`src/lru_pkg.sv`:
```
// Set and way constants, index and way vector types for the pseudo-LRU tracker
package lru_pkg;

    // ====================
    // Geometry
    // ====================

    // Ways per set in the cache served by the tracker
    localparam int LRU_WAYS = 4;

    // Number of sets, kept a power of two so the index has no unused codes
    localparam int LRU_SETS = 64;

    // ====================
    // Types
    // ====================

    // Index of one set in the tracker RAM
    typedef logic [$clog2(LRU_SETS)-1:0] set_idx_t;

    // One bit per way, a set bit marks a recently referenced way
    typedef logic [LRU_WAYS-1:0] way_vec_t;

    // Number of a single way, as returned by a lookup
    typedef logic [$clog2(LRU_WAYS)-1:0] way_idx_t;

endpackage
```
`src/lru_tracker_top.sv`:
```
// Top level of the pseudo-LRU tracker, wiring its ports to the tracker core
module lru_tracker_top
    import lru_pkg::*;
(
    input  logic     clk,
    input  logic     reset,

    // Level ready, high after the set sweep that follows reset
    output logic     rdy,

    // Lookup request for one set
    input  set_idx_t lookup_idx,
    input  logic     lookup_en,

    // Lookup answer one cycle after the request
    output way_vec_t lookup_vec,
    output way_idx_t lookup_way,

    // Reference port 0
    input  set_idx_t ref_idx0,
    input  way_vec_t ref_vec0,
    input  logic     ref_en0,

    // Reference port 1, shares its RAM port with lookups
    input  set_idx_t ref_idx1,
    input  way_vec_t ref_vec1,
    input  logic     ref_en1
);

    // ====================
    // Tracker core
    // ====================

    // Every port maps one to one onto the core
    lru_pseudo u_lru
    (
        .clk       (clk),
        .reset     (reset),
        .rdy       (rdy),
        .lookup_idx(lookup_idx),
        .lookup_en (lookup_en),
        .lookup_vec(lookup_vec),
        .lookup_way(lookup_way),
        .ref_idx0  (ref_idx0),
        .ref_vec0  (ref_vec0),
        .ref_en0   (ref_en0),
        .ref_idx1  (ref_idx1),
        .ref_vec1  (ref_vec1),
        .ref_en1   (ref_en1)
    );

endmodule

```
`src/lru_pseudo.sv`:
```
// Pseudo-LRU tracker with set initialization, two reference pipelines and lookup encoder
module lru_pseudo
    import lru_pkg::*;
(
    input  logic     clk,
    input  logic     reset,

    // High once every set has been cleared, stays high until the next reset
    output logic     rdy,

    // Lookup request, answered in the following cycle only
    input  set_idx_t lookup_idx,
    input  logic     lookup_en,

    // Lookup response as a one-hot vector and as a way number
    output way_vec_t lookup_vec,
    output way_idx_t lookup_way,

    // Reference port 0, the way vector is ORed into the set
    input  set_idx_t ref_idx0,
    input  way_vec_t ref_vec0,
    input  logic     ref_en0,

    // Reference port 1, yields to lookups
    input  set_idx_t ref_idx1,
    input  way_vec_t ref_vec1,
    input  logic     ref_en1
);

    // OR a reference into the set state and clear the set once all ways are marked
    function automatic way_vec_t lru_update(input way_vec_t cur, input way_vec_t ref_vec);
        way_vec_t merged;
        merged = cur | ref_vec;
        return (&merged) ? way_vec_t'(0) : merged;
    endfunction

    // ====================
    // Storage
    // ====================

    set_idx_t addr0;
    logic     wen0;
    way_vec_t wdata0;
    way_vec_t rdata0;

    set_idx_t addr1;
    logic     wen1;
    way_vec_t wdata1;
    way_vec_t rdata1;

    // One word of way bits per set
    lru_dualport_ram
    #(
        .n_entries  (LRU_SETS),
        .n_data_bits($bits(way_vec_t))
    )
    u_ram
    (
        .clk   (clk),
        .addr0 (addr0),
        .wen0  (wen0),
        .wdata0(wdata0),
        .rdata0(rdata0),
        .addr1 (addr1),
        .wen1  (wen1),
        .wdata1(wdata1),
        .rdata1(rdata1)
    );

    // ====================
    // Initialization
    // ====================

    // One extra bit so the top bit flags the end of the sweep
    logic [$bits(set_idx_t):0] init_cnt;
    logic                      init_done;

    assign init_done = init_cnt[$bits(set_idx_t)];
    assign rdy = init_done;

    // Walks through every set once, one set per cycle, on port 0
    always_ff @(posedge clk)
    begin
        if (reset)
        begin
            init_cnt <= '0;
        end
        else if (!init_done)
        begin
            init_cnt <= init_cnt + 1'b1;
        end
    end

    // ====================
    // Port 0 pipeline
    // ====================

    // Stage 1 reads the set, stage 2 registers the read data, stage 3 writes
    logic     upd0_en;
    logic     upd0_en_q;
    logic     upd0_en_qq;
    set_idx_t upd0_idx_q;
    set_idx_t upd0_idx_qq;
    way_vec_t upd0_vec_q;
    way_vec_t upd0_vec_qq;
    way_vec_t upd0_cur_qq;

    // Port 0 is owned by initialization first, then by a pending write
    always_comb
    begin
        addr0 = ref_idx0;
        wdata0 = lru_update(upd0_cur_qq, upd0_vec_qq);
        wen0 = 1'b0;
        upd0_en = ref_en0;

        if (!init_done)
        begin
            // The sweep starts writing in the first cycle with reset low
            addr0 = init_cnt[$bits(set_idx_t)-1:0];
            wdata0 = '0;
            wen0 = !reset;
            upd0_en = 1'b0;
        end
        else if (upd0_en_qq)
        begin
            // The port is busy writing, so a reference arriving now is dropped
            addr0 = upd0_idx_qq;
            wen0 = 1'b1;
            upd0_en = 1'b0;
        end
    end

    always_ff @(posedge clk)
    begin
        if (reset)
        begin
            upd0_en_q <= 1'b0;
            upd0_en_qq <= 1'b0;
        end
        else
        begin
            upd0_en_q <= upd0_en;
            upd0_en_qq <= upd0_en_q;
        end
    end

    // Address, way vector and read data travel beside the valid bits
    always_ff @(posedge clk)
    begin
        upd0_idx_q <= ref_idx0;
        upd0_vec_q <= ref_vec0;
        upd0_idx_qq <= upd0_idx_q;
        upd0_vec_qq <= upd0_vec_q;
        // Read data here belongs to the read issued one cycle earlier
        upd0_cur_qq <= rdata0;
    end

    // ====================
    // Port 1 pipeline
    // ====================

    logic     upd1_en;
    logic     upd1_en_q;
    logic     upd1_en_qq;
    set_idx_t upd1_idx_q;
    set_idx_t upd1_idx_qq;
    way_vec_t upd1_vec_q;
    way_vec_t upd1_vec_qq;
    way_vec_t upd1_cur_qq;

    // A new reference needs the read slot, which lookups and pending writes take
    assign upd1_en = ref_en1 && init_done && !lookup_en && !upd1_en_qq;

    // Lookups win the port, then a pending write, then a new reference read
    always_comb
    begin
        addr1 = ref_idx1;
        if (lookup_en)
        begin
            addr1 = lookup_idx;
        end
        else if (upd1_en_qq)
        begin
            addr1 = upd1_idx_qq;
        end
    end

    assign wdata1 = lru_update(upd1_cur_qq, upd1_vec_qq);

    // The write also waits while port 0 writes the same set
    assign wen1 = upd1_en_qq && !lookup_en && !(wen0 && (addr0 == upd1_idx_qq));

    // The last stage holds its write until a free cycle comes along
    always_ff @(posedge clk)
    begin
        if (reset)
        begin
            upd1_en_q <= 1'b0;
            upd1_en_qq <= 1'b0;
        end
        else
        begin
            upd1_en_q <= upd1_en;
            if (upd1_en_q)
            begin
                upd1_en_qq <= 1'b1;
            end
            else if (wen1)
            begin
                upd1_en_qq <= 1'b0;
            end
        end
    end

    always_ff @(posedge clk)
    begin
        upd1_idx_q <= ref_idx1;
        upd1_vec_q <= ref_vec1;
        // Only a read for update moves into the write stage
        if (upd1_en_q)
        begin
            upd1_idx_qq <= upd1_idx_q;
            upd1_vec_qq <= upd1_vec_q;
            upd1_cur_qq <= rdata1;
        end
    end

    // ====================
    // Lookup response
    // ====================

    // Lowest clear way bit of the port 1 read data
    // The update rule never leaves a set with all bits high
    always_comb
    begin
        logic found;
        found = 1'b0;
        lookup_vec = '0;
        lookup_way = '0;
        for (int w = 0; w < LRU_WAYS; w++)
        begin
            if (!found && !rdata1[w])
            begin
                lookup_vec[w] = 1'b1;
                lookup_way = way_idx_t'(w);
                found = 1'b1;
            end
        end
    end

endmodule

```
`src/lru_dualport_ram.sv`:
```
// Generic two-port RAM with registered read data and read-before-write ports
module lru_dualport_ram
#(
    parameter int n_entries = 64,
    parameter int n_data_bits = 4
)
(
    input  logic                         clk,

    // Port 0 address, write enable, write data and read data
    input  logic [$clog2(n_entries)-1:0] addr0,
    input  logic                         wen0,
    input  logic [n_data_bits-1:0]       wdata0,
    output logic [n_data_bits-1:0]       rdata0,

    // Port 1 address, write enable, write data and read data
    input  logic [$clog2(n_entries)-1:0] addr1,
    input  logic                         wen1,
    input  logic [n_data_bits-1:0]       wdata1,
    output logic [n_data_bits-1:0]       rdata1
);

    // Storage array, one word per entry
    logic [n_data_bits-1:0] mem [n_entries];

    // Both ports share the clock
    // Read data is the word from before any write in the same cycle
    always_ff @(posedge clk)
    begin
        rdata0 <= mem[addr0];
        rdata1 <= mem[addr1];

        // The user keeps the two ports off the same address when both write
        if (wen0)
        begin
            mem[addr0] <= wdata0;
        end
        if (wen1)
        begin
            mem[addr1] <= wdata1;
        end
    end

endmodule

```
`config.mk`:
```
export PLATFORM = sky130hd
export DESIGN_NAME = lru_tracker_top
export DESIGN_NICKNAME = d
export VERILOG_FILES = /design/src/lru_pkg.sv /design/src/lru_tracker_top.sv /design/src/lru_pseudo.sv /design/src/lru_dualport_ram.sv
export SDC_FILE = /design/constraint.sdc
export NUM_CORES = 1
export LEC_CHECK = 0
export BUFFER_PORTS_ARGS = -buffer_cell sky130_fd_sc_hd__buf_2
export CAP_MARGIN = 20
export CELL_PAD_IN_SITES_DETAIL_PLACEMENT = 1
export CELL_PAD_IN_SITES_GLOBAL_PLACEMENT = 2
export CORE_MARGIN = 5
export CORE_UTILIZATION = 45
export CTS_CLUSTER_DIAMETER = 40
export DETAILED_ROUTE_END_ITERATION = 10
export PLACE_DENSITY_LB_ADDON = 0.1
export SLEW_MARGIN = 20
export SYNTH_ARGS = -nofsm -noshare
export SYNTH_HDL_FRONTEND = slang
export SYNTH_HIERARCHICAL = 1
export SYNTH_SLANG_ARGS = --single-unit
```
`constraint.sdc`:
```
create_clock -name clk -period 6.95 [get_ports clk]
set_input_delay 2.085 -clock clk [delete_from_list [all_inputs] [get_ports clk]]
set_output_delay 2.085 -clock clk [all_outputs]
set_load 0.02 [all_outputs]
```
# Yosys cells after proc, flatten, opt, wreduce, memory -nomap -nowiden
# Memory sizes are Yosys's and may differ from the RTL's. A register that Yosys moved wholly into a read port is not among the register bits.
# Index checks and enable logic that the tools add are counted.
# Widths: inputs -> output; s select.
dict set report totals {
  out_inout_bits 7
  elab_cells 69
  ff_bits 59
  rom_bits 0
  ramBits 256
  memories 1
  in_bits 31
  latchBits 0
}
# name words word_bits rd rd_ports_with_merged_regs write_ports line_no
set memory_table {}
lappend memory_table {u_lru.u_ram.mem 64 4 2 2 2 lru_dualport_ram.sv:24} ;# logic [n_data_bits-1:0] mem [n_entries];
dict set report classes {
  n_mul 0
  div_mod_pow 0
  addsub 1
  shifts 0
  bitwise_logic 3
  n_lt_le_gt_ge 0
  n_mux 25
  reduce_logical 22
  n_eq_ne 1
}
# operator count
set op_table {}
lappend op_table {{$mux 6} 4}
lappend op_table {{$mux 1} 15}
lappend op_table {{$mux 4} 3}
lappend op_table {{$logic_and 1x1->1} 9}
lappend op_table {{$logic_not 1->1} 9}
lappend op_table {{$or 4x4->4} 2}
lappend op_table {{$reduce_and 4->1} 2}
lappend op_table {{$add 7x1->7 const B} 1}
lappend op_table {{$mux 7} 1}
lappend op_table {{$eq 6x6->1} 1}
lappend op_table {{$mux 2} 2}
lappend op_table {{$reduce_or 3->1} 1}
lappend op_table {{$reduce_bool 2->1} 1}
lappend op_table {{$not 1->1} 1}

# Depth between registers and ports, before layout
# Gate-level depths: netlist of run 1.
dict set report logic_depth {
  ltp_word 9
  ltp_mapped 14
  depth_no_buf 10
}

# Hierarchy
# The synthesis of run 1 kept the hierarchy.
# mod n_inst area_each_um2 cells_each seq_area_each_um2
set modules_own_cells {}
lappend modules_own_cells {lru_dualport_ram 1 16143.0 1300 7847.5}
lappend modules_own_cells {lru_pseudo 1 2078.2 186 1321.3}

# Worst setup path before layout of run 1
# Ideal clock, no wire load.
dict set report synth_path {
  kind {input port to flip-flop}
  start {in ref_idx0[0]}
  end {mem u_lru.u_ram.mem[53][0] (data pin)}
  n_path_buf 1
  stages 9
  arrival_time_ps 4027
  setup_time_ps 260
  path_slack_ps 2663
  required_ps 6690
  path_cell_list {mux2i_1 > or3b_1 > o221ai_1 > a221oi_1 > a21oi_1 > nand3_1 > clkbuf_1 > nor2_1 > mux2_2}
}
# item line_no
set synth_lines {}
lappend synth_lines {{start: declaration} lru_tracker_top.sv:20} ;# input set_idx_t ref_idx0,
lappend synth_lines {{end: declaration} lru_dualport_ram.sv:24}

==> results of run 1 <==
flip-flops by register name, indices dropped and copies added, names as in the netlist, 4 cells and up:
register and flops:
u_lru/u_ram/mem 256, u_lru/init_cnt 7, u_lru/upd0_idx_q 6, u_lru/upd0_idx_qq 6, u_lru/upd1_idx_q 6, u_lru/upd1_idx_qq 6
u_lru/u_ram/rdata0 4, u_lru/u_ram/rdata1 4, u_lru/upd0_cur_qq 4, u_lru/upd0_vec_q 4, u_lru/upd0_vec_qq 4, u_lru/upd1_cur_qq 4
u_lru/upd1_vec_q 4, u_lru/upd1_vec_qq 4
routing by layer:
metal,global-route usage [%],vias up,routed length [µm],share of wire (%)
met5,0,-,0,0
met4,15.7,0,3840,5.3
met3,6.70,218,6370,8.7
met2,50.9,854,33700,46
met1,43.1,7339,29100,40
li1,-,5913,-,-
stage by stage:
step           total power, mW  utilization, %  worst slack, ps
6_report                  5.22            51.9             1860
5_1_grt                   5.36            51.9             1750
4_1_cts                   5.24            51.9             1970
3_5_place_dp              2.65            47.5             1350
3_3_place_gp              2.65            47.5             1410
2_1_floorplan             2.45               -             2660
worst max-delay path by stage:
| stage | depth (start not counted) | end | from | slack [ps] |
|---|---|---|---|---|
| 2_1_floorplan | 9 | u_lru/u_ram/mem[53][0] | ref_idx0[0] | 2660 |
| 3_3_place_gp | 8 | u_lru/u_ram/mem[15][1] | lookup_en | 1410 |
| 3_5_place_dp | 9 | u_lru/u_ram/mem[17][2] | ref_idx0[1] | 1350 |
| 4_1_cts | 9 | u_lru/u_ram/mem[15][0] | lookup_en | 1970 |
| 5_1_grt | 9 | u_lru/u_ram/mem[49][2] | ref_idx0[1] | 1750 |
| 6_report | 9 | u_lru/u_ram/mem[41][3] | ref_idx0[1] | 1860 |
logic make-up after synthesis:
kind of cell | synth area share, %
compound gates | 14.5
mux | 23.7
fa+ha+maj | 0.0687
flops | 50.3
xor+xnor | 0.433
simple gates | 6.81
buf+inv | 4.17
critical path: cells and delay by family:
| family | cells | cell delay [ps] |
|---|---|---|
| AND/OR/NAND/NOR | 3 | 1210 |
| AO/OA/AOI/OAI | 2 | 1020 |
| multiplexers | 1 | 120 |
| buffers and inverters | 3 | 850 |
final cells by class:
cell class,instances,area [µm²]
antenna,1,2.50
fill,3997,19200
inverter,10,37.5
timing repair buffer,96,628
multi-input combinational,1000,8460
clock inverter,29,308
tap,525,657
sequential,323,9170
clock buffer,67,1450
power groups by stage:
stage | clock, mW | sequential [mW] | combinational [mW]
final | 2.59 | 2.13 | 0.509
after global routing | 2.71 | 2.13 | 0.524
after CTS | 2.63 | 2.12 | 0.491
after detailed placement | 0 | 2.16 | 0.488
after global placement | 0 | 2.16 | 0.484
after floorplan | 0 | 2.15 | 0.297
layout by cell type, fill, tap and decap left out, drive strengths merged, types with 42 or more instances in the layout:
master / count
mux2: 279
edfxtp: 270
nor2: 106
buf: 96
a221oi: 93
nand2: 74
o21ai: 69
clkbuf: 67
a22oi: 54
dfxtp: 53
mux2i: 45
a21oi: 43
o22ai: 42
==> results.yml, run 1 <==
sta:
  setup_viol: 0
  rsz0062_at_grt: "false"
  holdWs_ps: 327
  maxSlewViolCount: 0
  timing.fmax_ghz: 0.196
  relSlewSlack_pct: 25.4
  worst_pin_slew_ps: 1120
  final-hold-violation-count: 0
  layout_min_cycle_time_ps: 5090
  skew_ps: 17.1
  finalSetupTns_ps: 0
  fin_crit_sh_pct: 73.2
power_and_ir_drop:
  power_frac_clock_pct: 49.6
  p_per_area_nw_per_um2: 252
  swShare_pct: 26.0
  peakVddDrop_uv: 219
  p_sw_mw: 1.36
  comb_power_share_pct: 9.7
  seq_power_share_pct: 40.7
  internal_power_mw: 3.87
  leakage_nw: 7.65
finish:
  fin_area_um2: 20700
  layout.cells.non_filler: 2051
  final_net_count: 1515
  drive_gt1_share_pct: 35.0
  syn2layout_area_growth_pct: 13.7
synth:
  async_flop_share_pct: 0
  ys_types: 79
  synthesis.nets: 1518
  post-synth-top-count-cell: "mux2_2"
  yosysWarnings: 6
  synthCells: 1486
  synth_area_leaders: "edfxtp_1 (44%), mux2_2 (17%), dfxtp_1 (5.8%)"
  netlist_area_um2: 18200
  ys_top_cells_by_count: "mux2_2 (277), edfxtp_1 (270), nor2_1 (105)"
  seq_area_frac_synth_pct: 50.3
  syn_avg_cell_area_um2: 12.3
  synth_edf_count: 270
  yosysTopAreaCell: "edfxtp_1"
  yosys.area.top_type_share_pct: 44.5
  synth_seq_cells: 323
  ys.flop_type: "edfxtp_1"
critical_path:
  r2r_start: "u_lru/init_cnt[6]"
  crit_path_max_fanout: 21
  cp-end-kind: "register"
  slowest_stage: "o21ai_0"
  max_stage_delay_ps: 730
  worstPathArrival_ps: 5300
  crit_type: "in2reg"
  rrSetupSlack_ps: 2610
  reg2reg_to: "u_lru/u_ram/mem[41][3]"
  critPathRequiredTime_ps: 7160
  reg2reg_depth: 7
  crit_path_start_kind: "input pin"
  path_cells: "buf_2 -> mux2i_1 -> nand2_1 -> o21ai_0 -> inv_2 -> nor2b_2 -> buf_4 -> nand2_1 -> o21ai_0"
hold_path:
  min-delay-start: "u_lru/u_ram/rdata0[1]"
  hold_end: "u_lru/upd0_cur_qq[1]"
  min_path_cells: 0
  hold_path.class: "reg2reg"
clock_tree:
  cts_max_path_buffers: 3
  cts_setup_buffers: 0
  cts.hold.buffers_added: 0
  root_buffer: "clkbuf_16"
  cts-buffers-inserted: 52
  cts_tree: "done"
  clock_latency_ps: 590
  clkSlewWorstSetupHoldPaths_ps: 50
  cts.sinks: 323
  h-tree-depth: 2
  ctsResizeCount: 0
drt:
  vias: 14324
  wl_um: 73000
  drcViolationCount: 0
  vias_per_cell: 6.98
  dr.pass1.iters: 6
  drt_iter0_markers: 1732
  ant_nets: 0
  wl_per_cell_um: 35.6
die:
  core_um2: 39900
  die_width_um: 211
  rows: 73
  fp.dieH_um: 211
  die-area_um2: 44600
  ios: 38
  start_util_pct: 45.7
status:
  status: "completed"
flow_run:
  max_cap_violations: 0
place:
  place_inst: 1954
  place_hpwl_um: 47200
  portBuffers: 37
  dpl_cell_area_um2: 18900
  gp_congestion: 0.921
global_routing:
  antenna_found_initial: 0
  grt_pass1_wl_um: 106000
  grt_overflow: 0
  grt_pass1_vias: 14866
  track_usage_pct: 32.4
  grt_max_degree: 65
Note: power is estimated with default switching activity, not from simulation.
==> run 2: changes to the inputs <==
clock period = 5.1 ns   (was 6.95 ns; I/O delays follow)
==> run 2 against run 1 <==
Compared with the run above: worst setup slack worse by 970 ps; cell count grew 2.6%; clock power increased by 42%; global-route usage increased by 0.16 points; die area did not move; critical path depth down 2; highest routed layer is now met5.
==> results.yml, run 2 (synthesized netlist as in run 1, its figures left out) <==
clock_tree:
  h-tree-depth: 2
  cts_tree: "done"
  clkSlewWorstSetupHoldPaths_ps: 60
  cts.hold.buffers_added: 0
  clock_latency_ps: 600
  root_buffer: "clkbuf_16"
  cts_setup_buffers: 0
  cts-buffers-inserted: 52
  cts_max_path_buffers: 3
  ctsResizeCount: 0
  cts.sinks: 323
power_and_ir_drop:
  leakage_nw: 7.95
  power_frac_clock_pct: 50.5
  swShare_pct: 26.1
  p_per_area_nw_per_um2: 344
  seq_power_share_pct: 39.7
  internal_power_mw: 5.40
  p_sw_mw: 1.91
  comb_power_share_pct: 9.8
  peakVddDrop_uv: 310
sta:
  maxSlewViolCount: 0
  fin_crit_sh_pct: 82.6
  relSlewSlack_pct: 16.8
  rsz0062_at_grt: "false"
  skew_ps: 15.2
  setup_viol: 0
  timing.fmax_ghz: 0.238
  layout_min_cycle_time_ps: 4210
  finalSetupTns_ps: 0
  worst_pin_slew_ps: 1240
  final-hold-violation-count: 0
finish:
  max_flop_register: "u_lru/u_ram/mem"
  final_net_count: 1566
  layout_commonest_cell: "mux2_2"
  drive_gt1_share_pct: 37.6
  reg_top3: "u_lru/u_ram/mem x256, u_lru/init_cnt x7"
  syn2layout_area_growth_pct: 16.5
  largest_reg_flops: 256
  mostFrequentLayoutCells: "mux2_2 (277), edfxtp_1 (270), buf_4 (105), nor2_1 (95), a221oi_1 (90)"
  nFillCells: 3955
  utilization_pct: 53.2
critical_path:
  crit_family: "compound AO/OA/AOI/OAI gates"
  path_buf_inv: 1
  critPathRequiredTime_ps: 5640
  slowest_stage: "nor2b_2"
  cp_num_cells: 7
  crit_type: "in2reg"
  reg2reg_depth: 6
  reg2reg_to: "u_lru/u_ram/mem[40][3]"
  crit_path_start_kind: "input pin"
  rrSetupSlack_ps: 1250
  crit_path_max_fanout: 22
  max_stage_delay_ps: 1110
  r2r_start: "u_lru/init_cnt[6]"
  worstPathArrival_ps: 4750
  path_cells: "buf_2 -> o21ai_4 -> nor2b_2 -> a22o_1 -> a221oi_1 -> o22ai_1 -> or3_1"
  cp-end-kind: "register"
drt:
  ant_nets: 0
  wl_um: 74400
  drt_iter0_markers: 2275
  dr.pass1.iters: 5
  vias: 14626
  vias_per_cell: 6.95
  drcViolationCount: 0
  wl_per_cell_um: 35.4
global_routing:
  track_usage_pct: 32.6
  grt_pass1_vias: 14581
  grt_max_degree: 74
  grt_pass1_wl_um: 106000
  antenna_found_initial: 3
  grt_overflow: 0
die:
  core_um2: 39900
  die-area_um2: 44600
  die_width_um: 211
  fp.dieH_um: 211
  rows: 73
  ios: 38
  start_util_pct: 45.7
hold_path:
  min_path_cells: 0
  hold_path.class: "reg2reg"
  min-delay-start: "u_lru/upd0_idx_q[1]"
  hold_end: "u_lru/upd0_idx_qq[1]"
place:
  place_hpwl_um: 49200
  gp_congestion: 0.966
  portBuffers: 37
flow_run:
  max_cap_violations: 0
status:
  status: "completed"
run 2: layout make-up:
cell class / instances / area (µm²) / share of cell area [%]
multi-input cells: 1000 / 8450 / 39.8
diodes: 1 / 2.50 / 0.0118
flip-flops and latches: 323 / 9170 / 43.2
clock buffers: 59 / 1390 / 6.55
repair buffers: 147 / 1070 / 5.06
inverters: 10 / 37.5 / 0.177
well taps: 525 / 657 / 3.09
clock inverters: 39 / 443 / 2.09
run 2: worst max-delay path by stage:
stage,start,endpoint
after floorplan,ref_idx0[0],u_lru/u_ram/mem[53][0]
after global placement,ref_idx0[0],u_lru/u_ram/rdata0[3]
after detailed placement,lookup_en,u_lru/u_ram/mem[38][3]
after CTS,lookup_en,u_lru/u_ram/mem[38][1]
after global routing,lookup_en,u_lru/u_ram/rdata1[2]
final,lookup_en,u_lru/u_ram/rdata1[3]
run 2: per-layer routing:
layer | GRT usage, % | up-vias | share of wire (%)
met5 | 0 | - | 0.028
met4 | 13.9 | 2 | 4.7
met3 | 6.18 | 203 | 9.7
met2 | 50.9 | 869 | 46
met1 | 44.7 | 7541 | 40
li1 | - | 6011 | -
run 2: power by group through the flow:
stage | sequential [mW] | combinational, mW | clock [mW]
after floorplan | 2.93 | 0.405 | 0
after global placement | 2.95 | 0.683 | 0
after detailed placement | 2.95 | 0.686 | 0
after CTS | 2.90 | 0.690 | 3.75
after global routing | 2.90 | 0.734 | 3.87
final | 2.90 | 0.716 | 3.69
run 2: worst register-to-register path, stage by stage (launching register included):
cell,delay [ps]
dfxtp_1,820
buf_4,330
nor2_1,70
a21oi_1,830
buf_4,330
nand3_1,420
o21ai_0,670
run 2: per-stage QoR:
step           instance area [µm²]  total power, mW  worst slack, ps  cells  hold slack, ps
6_report                     21200             7.31              890   2104             327
5_1_grt                      21200             7.51              916   2103             331
4_1_cts                      21200             7.34              973   2103             329
3_5_place_dp                 19400             3.64              372   2005             318
3_3_place_gp                 19400             3.63              487   2005             313
2_1_floorplan                18200             3.34             1370   1486             310
==> run 3: changes to the inputs <==
CORE_UTILIZATION = 40   (was 45)
clock period = 3.7 ns   (was 5.1 ns; I/O delays follow)
==> run 3 against run 2 <==
Compared with the run above: clock power is 43% higher; register-to-register slack worse by 1100 ps; non-clock buffer count is 132 higher; combinational power is 61% higher; cell count is 10% higher; flip-flop and latch count stayed put; sequential share of layout area is 2.7 points lower; sequential power is 38% higher; die area is 12% higher; first-iteration DRC count is 30% lower; power is 43% higher; largest cell class unchanged; highest routed layer unchanged.
==> results.yml, run 3 (synthesized netlist as in run 1, its figures left out) <==
finish:
  layout_commonest_cell: "mux2_2"
  mostFrequentLayoutCells: "mux2_2 (277), edfxtp_1 (270), buf_4 (219), nor2_1 (95), a221oi_1 (90)"
  final_net_count: 1703
  largest_reg_flops: 256
  insertedDiodeCount: 0
  layout.cells.non_filler: 2317
  syn2layout_area_growth_pct: 24.1
  nFillCells: 4618
  reg_top3: "u_lru/u_ram/mem x256, u_lru/init_cnt x7"
  max_flop_register: "u_lru/u_ram/mem"
  drive_gt1_share_pct: 42.2
critical_path:
  crit_path_start_kind: "register"
  critPathRequiredTime_ps: 4110
  cp_num_cells: 11
  slowest_stage: "dfxtp_1"
  cp-endpoint: "u_lru/u_ram/rdata0[1]"
  crit_path_max_fanout: 15
  crit_type: "reg2reg"
  max_stage_delay_ps: 730
  reg2reg_depth: 11
  worstPathArrival_ps: 3920
  r2r_start: "u_lru/init_cnt[6]"
  cp-startpoint: "u_lru/init_cnt[6]"
  path_buf_inv: 3
  cp-end-kind: "register"
  rrSetupSlack_ps: 190
  crit_family: "compound AO/OA/AOI/OAI gates"
  path_cells: "nor2_1 -> a21oi_4 -> buf_4 -> nor2_4 -> buf_12 -> buf_4 -> a221oi_1 -> nor2_1 -> o21ai_0 -> a21oi_1 -> nand4b_1"
  reg2reg_to: "u_lru/u_ram/rdata0[1]"
sta:
  layout_min_cycle_time_ps: 3510
  rsz0062_at_grt: "false"
  setup_ws_ps: 187
  setup_viol: 0
  timing.fmax_ghz: 0.285
  relSlewSlack_pct: 24.7
  skew_ps: 25.9
  finalSetupTns_ps: 0
  worst_pin_slew_ps: 1130
  fin_crit_sh_pct: 94.9
  maxSlewViolCount: 0
  final-hold-violation-count: 0
drt:
  vias_per_cell: 6.42
  ant_nets: 0
  drt_iter0_markers: 1597
  drcViolationCount: 0
  vias: 14874
  wl_per_cell_um: 33.4
  wl_um: 77300
  dr.pass1.iters: 5
place:
  place_hpwl_um: 53500
  portBuffers: 37
  place_inst: 2212
  gp_congestion: 0.966
  dp_slack_ps: -246
clock_tree:
  cts_setup_buffers: 0
  clkSlewWorstSetupHoldPaths_ps: 60
  ctsResizeCount: 0
  h-tree-depth: 2
  cts-buffers-inserted: 57
  root_buffer: "clkbuf_16"
  cts_tree: "done"
  clock_latency_ps: 610
  cts.hold.buffers_added: 0
  cts_max_path_buffers: 3
  cts.sinks: 323
hold_path:
  min-delay-start: "u_lru/upd0_vec_q[1]"
  hold_path.class: "reg2reg"
status:
  status: "completed"
global_routing:
  grt_max_degree: 65
  antenna_found_initial: 1
  track_usage_pct: 30.2
  grt_overflow: 0
  grt_pass1_vias: 15173
  grt_pass1_wl_um: 110000
die:
  fp.dieH_um: 223
  start_util_pct: 40.3
  core_um2: 45200
  die_width_um: 223
  rows: 78
  die-area_um2: 49900
  ios: 38
power_and_ir_drop:
  leakage_nw: 8.70
  peakVddDrop_uv: 412
  p_per_area_nw_per_um2: 460
flow_run:
  max_cap_violations: 0
[run 3: cell type report]
type | instances | area (µm²) | share of cell area, %
Timing Repair Buffer | 279 | 2290 | 10.1
Clock inverter | 40 | 442 | 1.95
Tap cell | 600 | 751 | 3.32
Multi-Input combinational cell | 1000 | 8450 | 37.4
Sequential cell | 323 | 9170 | 40.5
Inverter | 10 | 37.5 | 0.166
Clock buffer | 65 | 1480 | 6.53
[run 3: power breakdown]
| group | switching (mW) | internal [mW] |
|---|---|---|
| Sequential | 0.0468 | 3.96 |
| Clock | 1.94 | 3.32 |
| Combinational | 0.695 | 0.456 |
[run 3: worst min-delay path by stage]
stage                                 endpoint  slack [ps]  depth (start not counted)
after floorplan           u_lru/upd0_cur_qq[0]         310                          0
after global placement    u_lru/upd0_idx_qq[2]         310                          0
after detailed placement  u_lru/upd0_idx_qq[3]         310                          0
after CTS                 u_lru/upd0_vec_qq[1]         330                          0
after global routing      u_lru/upd0_vec_qq[1]         330                          0
final                     u_lru/upd0_vec_qq[1]         330                          0
[run 3: metrics by stage]
step | hold slack (ps) | instance area [µm²] | util (%) | power (mW)
4_1_cts | 328 | 22600 | 50.1 | 10.5
3_5_place_dp | 314 | 20700 | 45.8 | 5.19
6_report | 325 | 22600 | 50.1 | 10.4
2_1_floorplan | 310 | 18200 | - | 4.60
5_1_grt | 334 | 22600 | 50.1 | 10.7
3_3_place_gp | 311 | 20700 | 45.8 | 5.18
[run 3: routing by layer]
layer / up-vias / GRT usage (%) / part of all wire, %
met5: - / 0 / 0.022
li1: 6279 / - / -
met3: 197 / 6.84 / 7.7
met2: 687 / 46.9 / 45
met4: 2 / 13.2 / 5.0
met1: 7709 / 40.5 / 42
